==> src/design/solinas_cfg.svh <==
`ifndef SOLINAS_CFG_SVH
`define SOLINAS_CFG_SVH

// ----------------------------------------
// Modulus M = 2^32 - 2^21 - 2^10 + 1
// ----------------------------------------

// Result width, also the outer power of M
`define SOLINAS_MOD_W 32

// Operand width, sum of two 64-bit products
`define SOLINAS_OP_W 65

// Inner powers of the modulus
`define SOLINAS_POW_HI 21
`define SOLINAS_POW_LO 10

// Modulus value
`define SOLINAS_MOD_M 32'hFFDF_FC01

// Side tag carried next to each operand
`define SOLINAS_SIDE_W 8

// ----------------------------------------
// Internal widths and timing
// ----------------------------------------

// Signed fold sum, holds -2M up to 4M
`define SOLINAS_SUM_W 35

// Sum of the carry bits of both inner partial sums
`define SOLINAS_WRAP_W 3

// Input register + 4 stage registers
`define SOLINAS_LATENCY 5

`endif

==> src/design/solinas_pkg.sv <==
`include "solinas_cfg.svh"

package solinas_pkg;

  // ----------------------------------------
  // Scalar vectors
  // ----------------------------------------

  // Operand, up to 2*MOD_W+1 bits
  typedef logic [`SOLINAS_OP_W-1:0] op_t;

  // Residue in 0 to M-1
  typedef logic [`SOLINAS_MOD_W-1:0] res_t;

  typedef logic [`SOLINAS_SIDE_W-1:0] side_t;

  // Two's complement intermediate sum
  typedef logic signed [`SOLINAS_SUM_W-1:0] sum_t;

  // ----------------------------------------
  // Request and response
  // ----------------------------------------

  typedef struct packed {
    logic  avail;
    side_t side;
    op_t   op;
  } red_req_t;

  typedef struct packed {
    logic  avail;
    side_t side;
    res_t  z;
  } red_rsp_t;

  // Control part only, goes through the delay line
  typedef struct packed {
    logic  avail;
    side_t side;
  } tag_t;

  // ----------------------------------------
  // First stage results
  // ----------------------------------------

  typedef struct packed {
    // Low word plus 2^21 fold, two carry bits on top
    logic [`SOLINAS_MOD_W+1:0]                  lo_fold;
    // Carries of both inner partial sums
    logic [`SOLINAS_WRAP_W-1:0]                 wrap;
    // Partial sum at stride 22, still with its carries
    logic [`SOLINAS_MOD_W-`SOLINAS_POW_LO+1:0]  fold_c1;
    // Remaining slice of the full stride sum, already shifted
    logic [`SOLINAS_MOD_W-1:0]                  fold_hi;
  } psum_t;

endpackage

==> src/design/side_delay_line.sv <==
`timescale 1ns/100ps

module side_delay_line #(
  parameter type payload_t = logic,
  parameter int  DEPTH     = 1
) (
  input  logic      clk,
  input  logic      rst_n_i,
  input  payload_t  in_i,
  output payload_t  out_o
);

  // ----------------------------------------
  // Shift line
  // ----------------------------------------
  // Entry 0 takes the input, last entry drives the output
  payload_t [DEPTH-1:0] line_q;

  // Cleared on reset so any strobe in the payload starts low
  always_ff @(posedge clk or negedge rst_n_i) begin
    if (!rst_n_i) begin
      line_q <= '0;
    end else begin
      line_q[0] <= in_i;
      // Each entry moves one step per cycle
      for (int i = 1; i < DEPTH; i++) begin
        line_q[i] <= line_q[i-1];
      end
    end
  end

  assign out_o = line_q[DEPTH-1];

endmodule

==> src/design/solinas_fold_sum.sv <==
`timescale 1ns/100ps
`include "solinas_cfg.svh"

module solinas_fold_sum (
  input  logic                 clk,
  input  solinas_pkg::psum_t   psum_i,
  output solinas_pkg::sum_t    sum_o
);

  localparam int S1    = `SOLINAS_MOD_W - `SOLINAS_POW_LO;
  localparam int F_W   = `SOLINAS_MOD_W + 1;
  localparam int LO_W  = `SOLINAS_MOD_W + 2;
  localparam int SUM_W = `SOLINAS_SUM_W;

  // ----------------------------------------
  // Deferred additions
  // ----------------------------------------
  // Full stride partial sum, at most 33 bits
  logic [F_W-1:0] fold_f;

  assign fold_f = F_W'(psum_i.fold_c1) + F_W'(psum_i.fold_hi);

  // Second fold at 2^10, low bits of c1 only
  logic [LO_W-1:0] a_plus_c;

  assign a_plus_c = psum_i.lo_fold
                  + LO_W'({psum_i.fold_c1[S1-1:0], {`SOLINAS_POW_LO{1'b0}}});

  // ----------------------------------------
  // Signed fold
  // ----------------------------------------
  // wrap * 2^32 = wrap * (2^21 + 2^10 - 1)
  // Result lies between -2M and 4M
  logic [SUM_W-1:0] sum_d;

  assign sum_d = SUM_W'(a_plus_c)
               + SUM_W'({psum_i.wrap, {`SOLINAS_POW_HI{1'b0}}})
               + SUM_W'({psum_i.wrap, {`SOLINAS_POW_LO{1'b0}}})
               - SUM_W'(fold_f)
               - SUM_W'(psum_i.wrap);

  // Stage register
  solinas_pkg::sum_t sum_q;

  always_ff @(posedge clk) begin
    sum_q <= sum_d;
  end

  assign sum_o = sum_q;

endmodule

==> src/design/solinas_mod_correct.sv <==
`timescale 1ns/100ps
`include "solinas_cfg.svh"

module solinas_mod_correct (
  input  logic                 clk,
  input  solinas_pkg::sum_t    sum_i,
  output solinas_pkg::res_t    z_o
);

  localparam int SUM_W = `SOLINAS_SUM_W;
  localparam int MOD_W = `SOLINAS_MOD_W;

  // M and 2M at the sum width
  localparam logic [SUM_W-1:0] MOD_X1 = SUM_W'(`SOLINAS_MOD_M);
  localparam logic [SUM_W-1:0] MOD_X2 = MOD_X1 << 1;

  // ----------------------------------------
  // Step one, +/- 2M
  // ----------------------------------------
  // Negative sum is at least -2M, so +2M lands in [0, 2M)
  // A sum at or above 2^32 minus 2M lands in (-M, 2M)
  logic             sum_neg;
  logic             sum_big;
  logic [SUM_W-1:0] corr2;

  assign sum_neg = sum_i[SUM_W-1];
  // Sign bit checked first, the upper bits are also set when negative
  assign sum_big = |sum_i[SUM_W-2:MOD_W];

  always_comb begin
    if (sum_neg) begin
      corr2 = sum_i + MOD_X2;
    end else if (sum_big) begin
      corr2 = sum_i - MOD_X2;
    end else begin
      corr2 = sum_i;
    end
  end

  solinas_pkg::sum_t mid_q;

  always_ff @(posedge clk) begin
    mid_q <= corr2;
  end

  // ----------------------------------------
  // Step two, +/- M
  // ----------------------------------------
  logic             mid_neg;
  logic [SUM_W-1:0] corr1;
  solinas_pkg::res_t res_d;

  assign mid_neg = mid_q[SUM_W-1];
  assign corr1   = mid_neg ? mid_q + MOD_X1 : mid_q - MOD_X1;

  // Keep mid when it was already below M
  always_comb begin
    if (mid_neg || !corr1[SUM_W-1]) begin
      res_d = corr1[MOD_W-1:0];
    end else begin
      res_d = mid_q[MOD_W-1:0];
    end
  end

  // Output register
  solinas_pkg::res_t z_q;

  always_ff @(posedge clk) begin
    z_q <= res_d;
  end

  assign z_o = z_q;

endmodule

==> src/design/solinas_partial_sum.sv <==
`timescale 1ns/100ps
`include "solinas_cfg.svh"

module solinas_partial_sum (
  input  logic                 clk,
  input  solinas_pkg::op_t     op_i,
  output solinas_pkg::psum_t   psum_o
);

  // Strides between each inner power and MOD_W
  localparam int S0 = `SOLINAS_MOD_W - `SOLINAS_POW_HI;
  localparam int S1 = `SOLINAS_MOD_W - `SOLINAS_POW_LO;
  // Slice positions at 32, 43 and 54
  localparam int P0 = `SOLINAS_MOD_W;
  localparam int P1 = P0 + S0;
  localparam int P2 = P0 + S1;
  localparam int TOP = `SOLINAS_OP_W - 1;
  // Partial sums carry two extra bits
  localparam int C0_W = S0 + 2;
  localparam int C1_W = S1 + 2;
  localparam int LO_W = `SOLINAS_MOD_W + 2;

  // ----------------------------------------
  // Input register
  // ----------------------------------------
  solinas_pkg::op_t op_q;

  always_ff @(posedge clk) begin
    op_q <= op_i;
  end

  // ----------------------------------------
  // Slices of the upper part
  // ----------------------------------------
  // 2^32 = 2^21 + 2^10 - 1 (mod M) is applied again on every
  // part that spills above bit 32. Positions 32, 43, 54, 54
  //   c0 = a[42:32] + a[53:43] + a[64:54] + a[64:54] - a[64]
  //   c1 = a[53:32] + a[64:43] + a[64:54] + a[64:54] - a[64]
  //   c2 = a[63:32] + a[64:43] + a[64:54] + a[64:54] - a[64]
  // c1 and c2 grow out of c0 with the wider windows
  logic [S0-1:0] sl_a;
  logic [S0-1:0] sl_b;
  logic [S0-1:0] sl_c;
  logic [P0+`SOLINAS_MOD_W-P2-1:0] sl_hi;

  assign sl_a  = op_q[P1-1:P0];
  assign sl_b  = op_q[P2-1:P1];
  assign sl_c  = op_q[TOP:P2];
  // Upper part of the 32-bit window at position 32
  assign sl_hi = op_q[P0+`SOLINAS_MOD_W-1:P2];

  // ----------------------------------------
  // Partial sums
  // ----------------------------------------
  logic [C0_W-1:0]  c0;
  logic [C0_W-1:0]  c1_part;
  logic [C1_W-1:0]  c1;

  // Top bit subtracted once from every partial sum
  // No underflow since a[64] set means a[64:54] is at least 1024
  assign c0 = C0_W'(sl_a) + C0_W'(sl_b) + C0_W'(sl_c) + C0_W'(sl_c)
            - C0_W'(op_q[TOP]);

  // Window bits 11 to 21 of the positions 32 and 43
  assign c1_part = C0_W'(sl_b) + C0_W'(sl_c);
  assign c1      = C1_W'(c0) + (C1_W'(c1_part) << S0);

  // ----------------------------------------
  // Carry wrap
  // ----------------------------------------
  // Bits above the stride weigh 2^32 once shifted and fold back
  logic [`SOLINAS_WRAP_W-1:0] wrap;

  assign wrap = `SOLINAS_WRAP_W'(c0[C0_W-1:S0]) + `SOLINAS_WRAP_W'(c1[C1_W-1:S1]);

  // Low word plus the first fold
  // The 2^10 fold is added in the next stage
  logic [LO_W-1:0] lo_fold;

  assign lo_fold = LO_W'(op_q[`SOLINAS_MOD_W-1:0])
                 + LO_W'({c0[S0-1:0], {`SOLINAS_POW_HI{1'b0}}});

  // ----------------------------------------
  // First stage register
  // ----------------------------------------
  solinas_pkg::psum_t psum_d;
  solinas_pkg::psum_t psum_q;

  always_comb begin
    psum_d.lo_fold = lo_fold;
    psum_d.wrap    = wrap;
    psum_d.fold_c1 = c1;
    // Full stride sum is c1 plus this term
    psum_d.fold_hi = {sl_hi, {S1{1'b0}}};
  end

  always_ff @(posedge clk) begin
    psum_q <= psum_d;
  end

  assign psum_o = psum_q;

endmodule

==> src/design/solinas_reduct.sv <==
`timescale 1ns/100ps
`include "solinas_cfg.svh"

module solinas_reduct (
  input  logic                   clk,
  input  logic                   rst_n_i,
  input  solinas_pkg::red_req_t  req_i,
  output solinas_pkg::red_rsp_t  rsp_o
);

  // ----------------------------------------
  // Data path, 2 + 1 + 2 cycles
  // ----------------------------------------
  solinas_pkg::psum_t psum;
  solinas_pkg::sum_t  fold_sum;
  solinas_pkg::res_t  z;

  // Input register and slice partial sums
  solinas_partial_sum u_partial_sum (
    .clk    (clk),
    .op_i   (req_i.op),
    .psum_o (psum)
  );

  // Single signed sum
  solinas_fold_sum u_fold_sum (
    .clk    (clk),
    .psum_i (psum),
    .sum_o  (fold_sum)
  );

  // Correction into 0 to M-1, output register
  solinas_mod_correct u_mod_correct (
    .clk   (clk),
    .sum_i (fold_sum),
    .z_o   (z)
  );

  // ----------------------------------------
  // Strobe and side tag
  // ----------------------------------------
  solinas_pkg::tag_t tag_in;
  solinas_pkg::tag_t tag_out;

  assign tag_in.avail = req_i.avail;
  assign tag_in.side  = req_i.side;

  // Same latency as the data path
  side_delay_line #(
    .payload_t (solinas_pkg::tag_t),
    .DEPTH     (`SOLINAS_LATENCY)
  ) u_side_delay (
    .clk     (clk),
    .rst_n_i (rst_n_i),
    .in_i    (tag_in),
    .out_o   (tag_out)
  );

  assign rsp_o.avail = tag_out.avail;
  assign rsp_o.side  = tag_out.side;
  assign rsp_o.z     = z;

endmodule

==> config.mk <==
export PLATFORM = sky130hd
export DESIGN_NAME = solinas_reduct
export DESIGN_NICKNAME = d
export VERILOG_FILES = /design/src/design/solinas_pkg.sv /design/src/design/side_delay_line.sv /design/src/design/solinas_fold_sum.sv /design/src/design/solinas_mod_correct.sv /design/src/design/solinas_partial_sum.sv /design/src/design/solinas_reduct.sv
export VERILOG_INCLUDE_DIRS = /design/src /design/src/design
export SDC_FILE = /design/constraint.sdc
export NUM_CORES = 1
export LEC_CHECK = 0
export BUFFER_PORTS_ARGS = -buffer_cell sky130_fd_sc_hd__buf_2
export CAP_MARGIN = 20
export CELL_PAD_IN_SITES_DETAIL_PLACEMENT = 1
export CELL_PAD_IN_SITES_GLOBAL_PLACEMENT = 2
export CORE_AREA = 10 10 219 221
export DETAILED_ROUTE_END_ITERATION = 12
export DIE_AREA = 0 0 229 231
export PLACE_DENSITY = 0.76
export REMOVE_ABC_BUFFERS = 1
export SYNTH_ARGS = -nofsm -noshare
export SYNTH_HDL_FRONTEND = slang
export SYNTH_SLANG_ARGS = --single-unit
==> constraint.sdc <==
create_clock -name clk -period 8.95 [get_ports clk]
set_clock_uncertainty 0.15 [all_clocks]
set_input_delay 0.895 -clock clk [delete_from_list [all_inputs] [get_ports clk]]
set_output_delay 0.895 -clock clk [all_outputs]
set_load 0.05 [all_outputs]
After elaboration in Yosys (flattened, before gate mapping)

Cells that the tools add are included.

Bits in registers: 283
Input port bits: 76
Output and inout port bits: 41
Logic and storage cells: 43

Add/sub/neg operators: 18
Multiplexer cells: 4
Reduce and logical (&&, ||, !) cells: 3

Operators with widths:

| cell                   | number |
|---|---|
| $mux 35                | 3 |
| $add 34x24->35         | 1 |
| $add 35x13->35         | 1 |
| $add 35x32->35 const B | 1 |
| $add 35x33->35 const B | 1 |
| $sub 35x3->35          | 1 |
| $sub 35x32->35 const B | 1 |
| $sub 35x33->35         | 1 |
| $sub 35x33->35 const B | 1 |
| $add 34x32->34         | 1 |
| $add 24x32->33         | 1 |
| $add 32x32->33         | 1 |
| $mux 32                | 1 |
| $add 13x11->13         | 2 |
| $add 11x11->12         | 2 |
| $add 13x24->24         | 1 |
| $sub 13x1->13          | 1 |
| $add 2x2->3            | 1 |
| $reduce_or 2->1        | 1 |
| $logic_not 1->1        | 1 |
| $logic_or 1x1->1       | 1 |

Logic depth before layout (Yosys ltp)

Gate-level depths: netlist of run 1.

Word-level depth: 6
Mapped depth: 25
Mapped depth without buffers: 25

Modules after synthesis

Synthesis of run 1 repeated with hierarchy kept, for this count alone.

Cell total of the unflattened synthesis: 1652
Area, all modules: 16313.1 um^2

By module, submodules not included:

| module              | instances | cells each | area an instance (um^2) | seq. area each (um^2) |
|---|---|---|---|---|
| solinas_partial_sum | 1         | 475        | 5341.4                  | 2702.6 |
| solinas_fold_sum    | 1         | 589        | 5161.2                  | 700.7 |
| solinas_mod_correct | 1         | 534        | 4616.9                  | 1341.3 |
| side_delay_line     | 1         | 54         | 1193.6                  | 1126.1 |

Worst setup path after synthesis of run 1

Ideal clock, no wire load.

Path type: reg2reg
Start point: register u_partial_sum.op_q[43]
End point: register u_partial_sum.psum_q, in the netlist u_partial_sum.psum_o[58]
Library setup time: 114 ps
Arrival: 4637 ps
Required time: 8686 ps
Slack: 4049 ps
Stages on the path, launching flop included: 26
Path buffers: 0
Period minus slack after synthesis: 4901 ps
Cells stage by stage: dfxtp_1 -> ha_1 -> fa_1 -> a21o_1 -> a21oi_1 -> o21bai_1 -> a21oi_1 -> o21bai_1 -> a21oi_1 -> o21bai_1 -> a21oi_1 -> xor2_1 -> ha_1 -> inv_1 -> ha_1 -> o21a_1 -> nor2_1 -> a21oi_1 -> xor2_1 -> xor2_1 -> ha_1 -> a21oi_1 -> nor3_1 -> xor2_1 -> ha_1 -> a21o_1

Word-level cells in the longest chain between the ends: 6
Elaborated cells between the ends (all ways): 7
Classes of those cells: add/sub: 7

RTL lines:

| element                          | line                      | RTL |
|---|---|---|
| start, declared                  | solinas_partial_sum.sv:26 | `solinas_pkg::op_t op_q;` |
| start signal, assigned           | solinas_partial_sum.sv:29 | `op_q <= op_i;` |
| $add 11x11->12                   | solinas_partial_sum.sv:61 | `assign c0 = C0_W'(sl_a) + C0_W'(sl_b) + C0_W'(sl_c) + C0_W'(sl_c)` |
| $add 13x11->13 (2 in a row)      | solinas_partial_sum.sv:61 |  |
| $sub 13x1->13                    | solinas_partial_sum.sv:62 | `- C0_W'(op_q[TOP]);` |
| $add 13x24->24 (*)               | solinas_partial_sum.sv:66 | `assign c1 = C1_W'(c0) + (C1_W'(c1_part) << S0);` |
| via u_partial_sum.c1[23]         | solinas_partial_sum.sv:57 | `logic [C1_W-1:0] c1;` |
| $add 2x2->3 (no source line) (*) | n/a                       |  |
| via u_partial_sum.wrap[2]        | solinas_partial_sum.sv:72 | `` logic [`SOLINAS_WRAP_W-1:0] wrap; `` |
| end signal, assigned             | solinas_partial_sum.sv:98 | `psum_q <= psum_d;` |
| end, declared                    | solinas_partial_sum.sv:87 | `solinas_pkg::psum_t psum_q;` |

The timed path passes the listed nets; every way through them passes the cells marked *.

Worst setup path in the final report of run 1

Ends and elaborated chain as after synthesis.

==> results of run 1 <==
## cells in the mapped netlist (all sizes together), types with 11 or more instances
library cell / n / share of area [%]
nor3: 23 / 0.76
nor2: 75 / 1.9
clkbuf: 17 / 0.42
dfxtp: 237 / 31
dfrtp: 45 / 7.5
nand3: 32 / 1.1
a211oi: 17 / 0.85
and3: 16 / 0.66
buf: 13 / 0.58
nand2: 63 / 1.6
xnor2: 92 / 5.3
mux2: 31 / 2.3
o21ai: 57 / 1.9
o21bai: 34 / 1.7
ha: 208 / 17
o21a: 15 / 0.75
a21oi: 110 / 3.6
nand2b: 15 / 0.62
fa: 17 / 2.3
or3: 12 / 0.56
a21o: 55 / 2.7
nand4: 11 / 0.46
nor2b: 13 / 0.54
xor2: 57 / 3.3
inv: 166 / 4.1
## worst paths after layout
path | endpoint | startpoint
worst max-delay path | u_partial_sum.psum_o[58]$_DFF_P_ | u_partial_sum.op_q[43]$_DFF_P_
worst min-delay path | u_partial_sum.psum_o[59]$_DFF_P_ | u_partial_sum.op_q[0]$_DFF_P_
worst max register to register | u_partial_sum.psum_o[58]$_DFF_P_ | u_partial_sum.op_q[43]$_DFF_P_
worst min register to register | u_partial_sum.psum_o[59]$_DFF_P_ | u_partial_sum.op_q[0]$_DFF_P_
max in group asynchronous | u_side_delay.line_q[26]$_DFF_PN0_ | rst_n_i
min in group asynchronous | u_side_delay.out_o[0]$_DFF_PN0_ | rst_n_i
## metrics by stage
stage | setup WS (ns) | utilization (%)
final | 3.35 | 40.0
after global routing | 2.83 | 40.0
after CTS | 3.28 | 40.0
after detailed placement | 3.30 | 37.2
after global placement | 3.45 | 37.2
after floorplan | 4.05 | -
## cells in the final DEF (no fill, tap or decap), types with 5 or more instances in the layout
cell / count
a2111oi_0: 8
a211oi_1: 17
a21o_1: 55
a21oi_1: 110
a31oi_1: 8
a41oi_1: 5
and3_1: 16
buf_2: 116
bufinv_16: 5
clkbuf_16: 37
dfrtp_1: 45
dfxtp_1: 237
fa_1: 17
ha_1: 208
inv_1: 166
mux2_1: 28
nand2_1: 62
nand2b_1: 15
nand3_1: 31
nand4_1: 11
nor2_1: 75
nor2b_1: 13
nor3_1: 23
o211ai_1: 8
o21a_1: 15
o21ai_0: 42
o21ai_1: 12
o21bai_1: 34
o22ai_1: 7
o31ai_1: 5
or3_1: 8
or4_1: 5
xnor2_1: 92
xor2_1: 57
## state kept, by name (all words and copies together) (netlist names)
name,cells
u_partial_sum.psum_o,70
u_partial_sum.op_q,65
u_side_delay.line_q,36
u_fold_sum.sum_o,35
u_mod_correct.mid_q,35
u_mod_correct.z_o,32
u_side_delay.out_o,9
## kinds of logic (layout without fill, tap and decap cells)
group           after synthesis  after routing  synth area share [%]
xor+xnor                    149            149                  8.65
fa+ha+maj                   226            226                  19.6
mux                          32             32                  2.38
simple gates                284            284                  9.29
buf+inv                     196            344                  5.13
compound gates              370            370                  16.1
flops                       282            282                  38.9
## cell type report
class,count,area (um2),area share (%)
Multi-Input combinational cell,1061,8450,48.3
Inverter,166,623,3.56
Timing Repair Buffer,119,603,3.45
Tap cell,592,741,4.23
Clock buffer,45,996,5.69
Sequential cell,282,5870,33.6
Clock inverter,14,215,1.23
## worst max-delay path, stage by stage (launching register included)
cell and delay (ns):
dfxtp_1 0.32, ha_1 0.21, fa_1 0.41, a21o_1 0.20, a21oi_1 0.22, o21bai_1 0.11, a21oi_1 0.23, o21bai_1 0.09
a21oi_1 0.23, o21bai_1 0.09, a21oi_1 0.17, xor2_1 0.17, ha_1 0.24, inv_1 0.07, ha_1 0.27, o21a_1 0.20
nor2_1 0.09, a21oi_1 0.06, xor2_1 0.47, xor2_1 0.14, ha_1 0.23, a21oi_1 0.41, nor3_1 0.16, xor2_1 0.18
ha_1 0.23, a21o_1 0.15
## layer usage
layer | vias to the layer above | global-route usage (%) | share of wire [%]
li1 | 5614 | - | -
met1 | 5169 | 16.3 | 46
met2 | 121 | 24.5 | 49
met3 | 46 | 2.87 | 3.1
met4 | 0 | 3.81 | 2.1
met5 | - | 0 | 0
==> metrics.txt, run 1 <==
design area 17500 um2; CP Launch Type flop; Hold Crit Class reg -> reg; fin nets 1966; largest net degree at the start of global routing 46; Worst Tran Pin Value 0.921 ns; CTS tree done; clk buf depth 3; dominant synthesized flop cell dfxtp_1; Peak Freq 0.179 GHz; DR pass1 iterations 4; RSZ-0062 raised after global routing no; total of fill cells in the finished design 5026; final setup violation count 0; Die Span X 229 um; postcts setup bufs 0; fin crit period 5.60 ns; yosys warns 0; Slew headroom 38.6%; WL final 36800 um; vias in the first global route 11738; final hold viol count 0; root buf cell clkbuf_16; Cell Count, Final, Fillers Out 2279; number of cell rows 77; R2R setup slack between 3 and 4 ns; Yosys cell types 76; Post-route DRC 0; ANT cells 0; I/O Buffers around 120; core area 43700 um2; mapped cell area 15100 um2; Setup crit end kind flop; Mean Syn Cell Area 9.81 um2; flip-flop and latch count after synthesis approximately 280; Vias/cell 4.80; H-tree depth 2; antenna violations before repair 0; FFs w/ async S/R, synth roughly 16%; outcome finished, final reports clean; starting density of the core 34.5%; # resized after CTS 0; Worst Path Arrival 5.88 ns; Placed Cells 2220; placed wire-length estimate roughly 30000 um; layout cells sized above 1 about an eighth; drt wl/cell 16.1 um; CTS Buf Count 35; Pins Over Slew Limit 0; clock edge transition at the registers on the reported setup and hold paths ~0.06 ns; gr usage total 13.7%; # clock sinks 282; area grow syn2layout 16.0%; gr ovfl total 0; number of synthesized flops with an enable pin 0; global-route wire length before repair 59600 um; DP Area 16300 um2; die area 52900 um2; via count 10950; Setup Crit Path Kind reg -> reg; hold_ws 0.175 ns; WP data required 9.23 ns; post-route ant nets 0; cell depth of the worst hold path 0; Cells after Synth about 1500; final cycle utilization of the critical path 62.6%; CP Max Fanout 6; I/O Pins 117; Die Span Y 231 um; max_cap viols 0; cell count of the worst reg-to-reg path 25; Seq/Total Area, Yosys between 30 and 40%; gp weighted congestion around 0.86; sum of negative setup slack 0 ns; Hold Buf Count CTS 0; drt first-iter violations 337; clk_lat worst skew roughly 0.54 ns
Power of run 1 is not shown: default switching activity piles up to over one toggle a cycle in this logic, so the estimate is an artifact.
==> run 2, diff against run 1 <==
- ABC_AREA: unset -> 1
- CORE_AREA: 10 10 219 221 -> 10 10 231 233
- DIE_AREA: 0 0 229 231 -> 0 0 241 243
- PLACE_DENSITY: 0.76 -> 0.8
- clock period: 8.95 -> 5.7 ns (I/O delays scaled with it)
==> metrics.txt, run 2 <==
outcome finished, final reports clean (unchanged); number of synthesized flops with an enable pin 0 (unchanged); Die Span Y 243 um (was 231 um); Cells after Synth 2182 (was 1539); worst flop-to-flop path endpoint u_partial_sum.psum_o[58]$_DFF_P_ (unchanged); CP max stage delay 0.41 ns (was 0.47 ns); Pins Over Slew Limit 0 (unchanged); DR pass1 iterations 5 (was 4); final hold viol count 0 (unchanged); flip-flop and latch count after synthesis 282 (unchanged); complex-gate fraction of the synthesized area 10.8% (was 16.1%); via count 14918 (was 10950); starting density of the core 34.7% (was 34.5%); H-tree depth 2 (unchanged); Die Span X 241 um (was 229 um); vias in the first global route 16509 (was 11738); mapped cell area 16900 um2 (was 15100 um2); fin crit period 4.67 ns (was 5.60 ns); clk_lat worst skew 0.56 ns (was 0.54 ns); gr usage total 18.3% (was 13.7%); most frequent cells in the layout nand2_1 (469), inv_1 (300), dfxtp_1 (237) (was dfxtp_1 (237), ha_1 (208), inv_1 (166)); sum of negative setup slack 0 ns (unchanged); # resized after CTS 0 (unchanged); largest net degree at the start of global routing 46 (unchanged); area share of fa/ha/maj cells after synthesis 17.4% (was 19.6%); Yosys cell types 51 (was 76); leading cell type in the layout, fill and taps excluded nand2_1 (was dfxtp_1); Vias/cell 4.91 (was 4.80); top cell type by total area after synthesis dfxtp_1 (unchanged); top-area cell type share of the netlist area 28.1% (was 31.4%); dominant synthesized flop cell dfxtp_1 (unchanged); Seq/Total Area, Yosys 34.7% (was 38.9%); global-route wire length before repair 85900 um (was 59600 um); Critical path origin u_partial_sum.op_q[45]$_DFF_P_ (was u_partial_sum.op_q[43]$_DFF_P_); Peak Freq 0.214 GHz (was 0.179 GHz); CP Launch Type flop (unchanged); RSZ-0062 raised after global routing no (unchanged); yosys warns 0 (unchanged); max_cap viols 0 (unchanged); cell count of the worst reg-to-reg path 28 (was 25); fin nets 2688 (was 1966); CP Max Fanout 4 (was 6); # clock sinks 282 (unchanged); CTS Buf Count 34 (was 35); clock edge transition at the registers on the reported setup and hold paths 0.06 ns (about the same); Max stage delay cell, worst path dfxtp_1 (was xor2_1); layout cells sized above 1 8.66% (was 11.7%); mux contribution to synthesized area 0% (was 2.38%); synth cell count leaders nand2_1 (469), inv_1 (300), dfxtp_1 (237), ha_1 (208), nor2_1 (172) (was dfxtp_1 (237), ha_1 (208), inv_1 (166), a21oi_1 (110), xnor2_1 (92)); Synth Area in XOR/XNOR 7.03% (was 8.65%); Hold Crit Class in -> async (was reg -> reg); hold_ws 0.0105 ns (was 0.175 ns); Worst R2R Start u_partial_sum.op_q[45]$_DFF_P_ (was u_partial_sum.op_q[43]$_DFF_P_); final cycle utilization of the critical path 82.0% (was 62.6%); clk buf depth 3 (unchanged); placed wire-length estimate 43200 um (was 30100 um); Slew headroom 37.1% (was 38.6%); CTS tree done (unchanged); Worst Path Arrival 4.97 ns (was 5.88 ns); die area 58600 um2 (was 52900 um2); final setup violation count 0 (unchanged); synth top area cells dfxtp_1 (28%), ha_1 (15%), nand2_1 (10%) (was dfxtp_1 (31%), ha_1 (17%), dfrtp_1 (7.5%)); antenna violations before repair 1 (was 0); max FFs per register 70 (unchanged); Worst Tran Pin Value 0.943 ns (was 0.921 ns); area grow syn2layout 18.7% (was 16.0%); FFs w/ async S/R, synth 16.0% (unchanged); Setup crit end kind flop (unchanged); R2R setup slack 1.03 ns (was 3.35 ns); post-route ant nets 0 (unchanged); gp weighted congestion 0.933 (was 0.857); drt wl/cell 17.5 um (was 16.1 um); core area 48600 um2 (was 43700 um2); Mean Syn Cell Area 7.75 um2 (was 9.81 um2); WL final 53100 um (was 36800 um); simple-gate share of the synthesized area 22.3% (was 9.29%); main combinational cell family by area after synthesis simple AND/OR/NAND/NOR gates (was adder cells); CP Capture Point u_partial_sum.psum_o[58]$_DFF_P_ (unchanged); drt first-iter violations 466 (was 337); I/O Buffers 116 (unchanged); number of cell rows 81 (was 77); Setup Crit Path Kind reg -> reg (unchanged); WP data required 6.00 ns (was 9.23 ns); Post-route DRC 0 (unchanged); gr ovfl total 0 (unchanged); count leader, synth nand2_1 (was dfxtp_1); I/O Pins 117 (unchanged); root buf cell clkbuf_16 (unchanged)
run 2: worst min-delay path by stage:
stage	from	to	cells after the start
3_5_place_dp	u_partial_sum.op_q[0]$_DFF_P_	u_partial_sum.psum_o[59]$_DFF_P_	0
2_1_floorplan	rst_n_i	u_side_delay.line_q[0]$_DFF_PN0_	0
3_3_place_gp	u_partial_sum.op_q[9]$_DFF_P_	u_partial_sum.psum_o[68]$_DFF_P_	0
5_1_grt	rst_n_i	u_side_delay.line_q[27]$_DFF_PN0_	1
6_report	rst_n_i	u_side_delay.line_q[27]$_DFF_PN0_	1
4_1_cts	rst_n_i	u_side_delay.line_q[31]$_DFF_PN0_	1
run 2: cells by family after synthesis:
kind of cell    after synthesis
compound gates              325
xor+xnor                    134
buf+inv                     330
flops                       282
fa+ha+maj                   225
simple gates                886
run 2: per-layer routing:
layer  global-route usage [%]  routed length [um]  up-vias  share of wire [%]
met5                        0                   0        -                  0
met4                     6.79                1770        0                3.3
met3                     2.50                1590      104                3.0
met2                     35.3               28500      211                 54
met1                     19.5               21300     7056                 40
li1                         -                   -     7547                  -
run 2: critical path, delay by kind of cell (launching register included):
family | cells | cell delay, ns
and+or+nand+nor | 11 | 1.24
AOI/OAI and AO/OA | 6 | 1.13
buffers and inverters | 6 | 0.39
DFF | 1 | 0.41
adders and majority gates | 5 | 1.22
run 2: area by class of cell:
cell class	instances	area, um2
diodes	1	2.50
clock buffers	42	921
clock inverters	20	246
fillers	5974	28600
inverters	301	1130
multi-input cells	1570	9720
flip-flops and latches	282	5870
well taps	622	778
repair buffers	198	1380
run 2: per-stage QoR:
stage               area [um2]  utilization, %  setup WS, ns  instances
detailed placement       18100            37.3          1.10       2899
finish                   20100            41.2          1.03       3036
global placement         18100            37.3          1.19       2898
floorplan                16700               -          1.55       2153
global route             20100            41.2         0.574       3036
CTS                      20100            41.2          1.04       3035
run 2: timing repair:
action	4_1_cts	5_1_grt
buffers inserted	0	0
endpoints found under the hold margin	74	0
hold buffers	74	0
Power of run 2 is left out for the same reason.
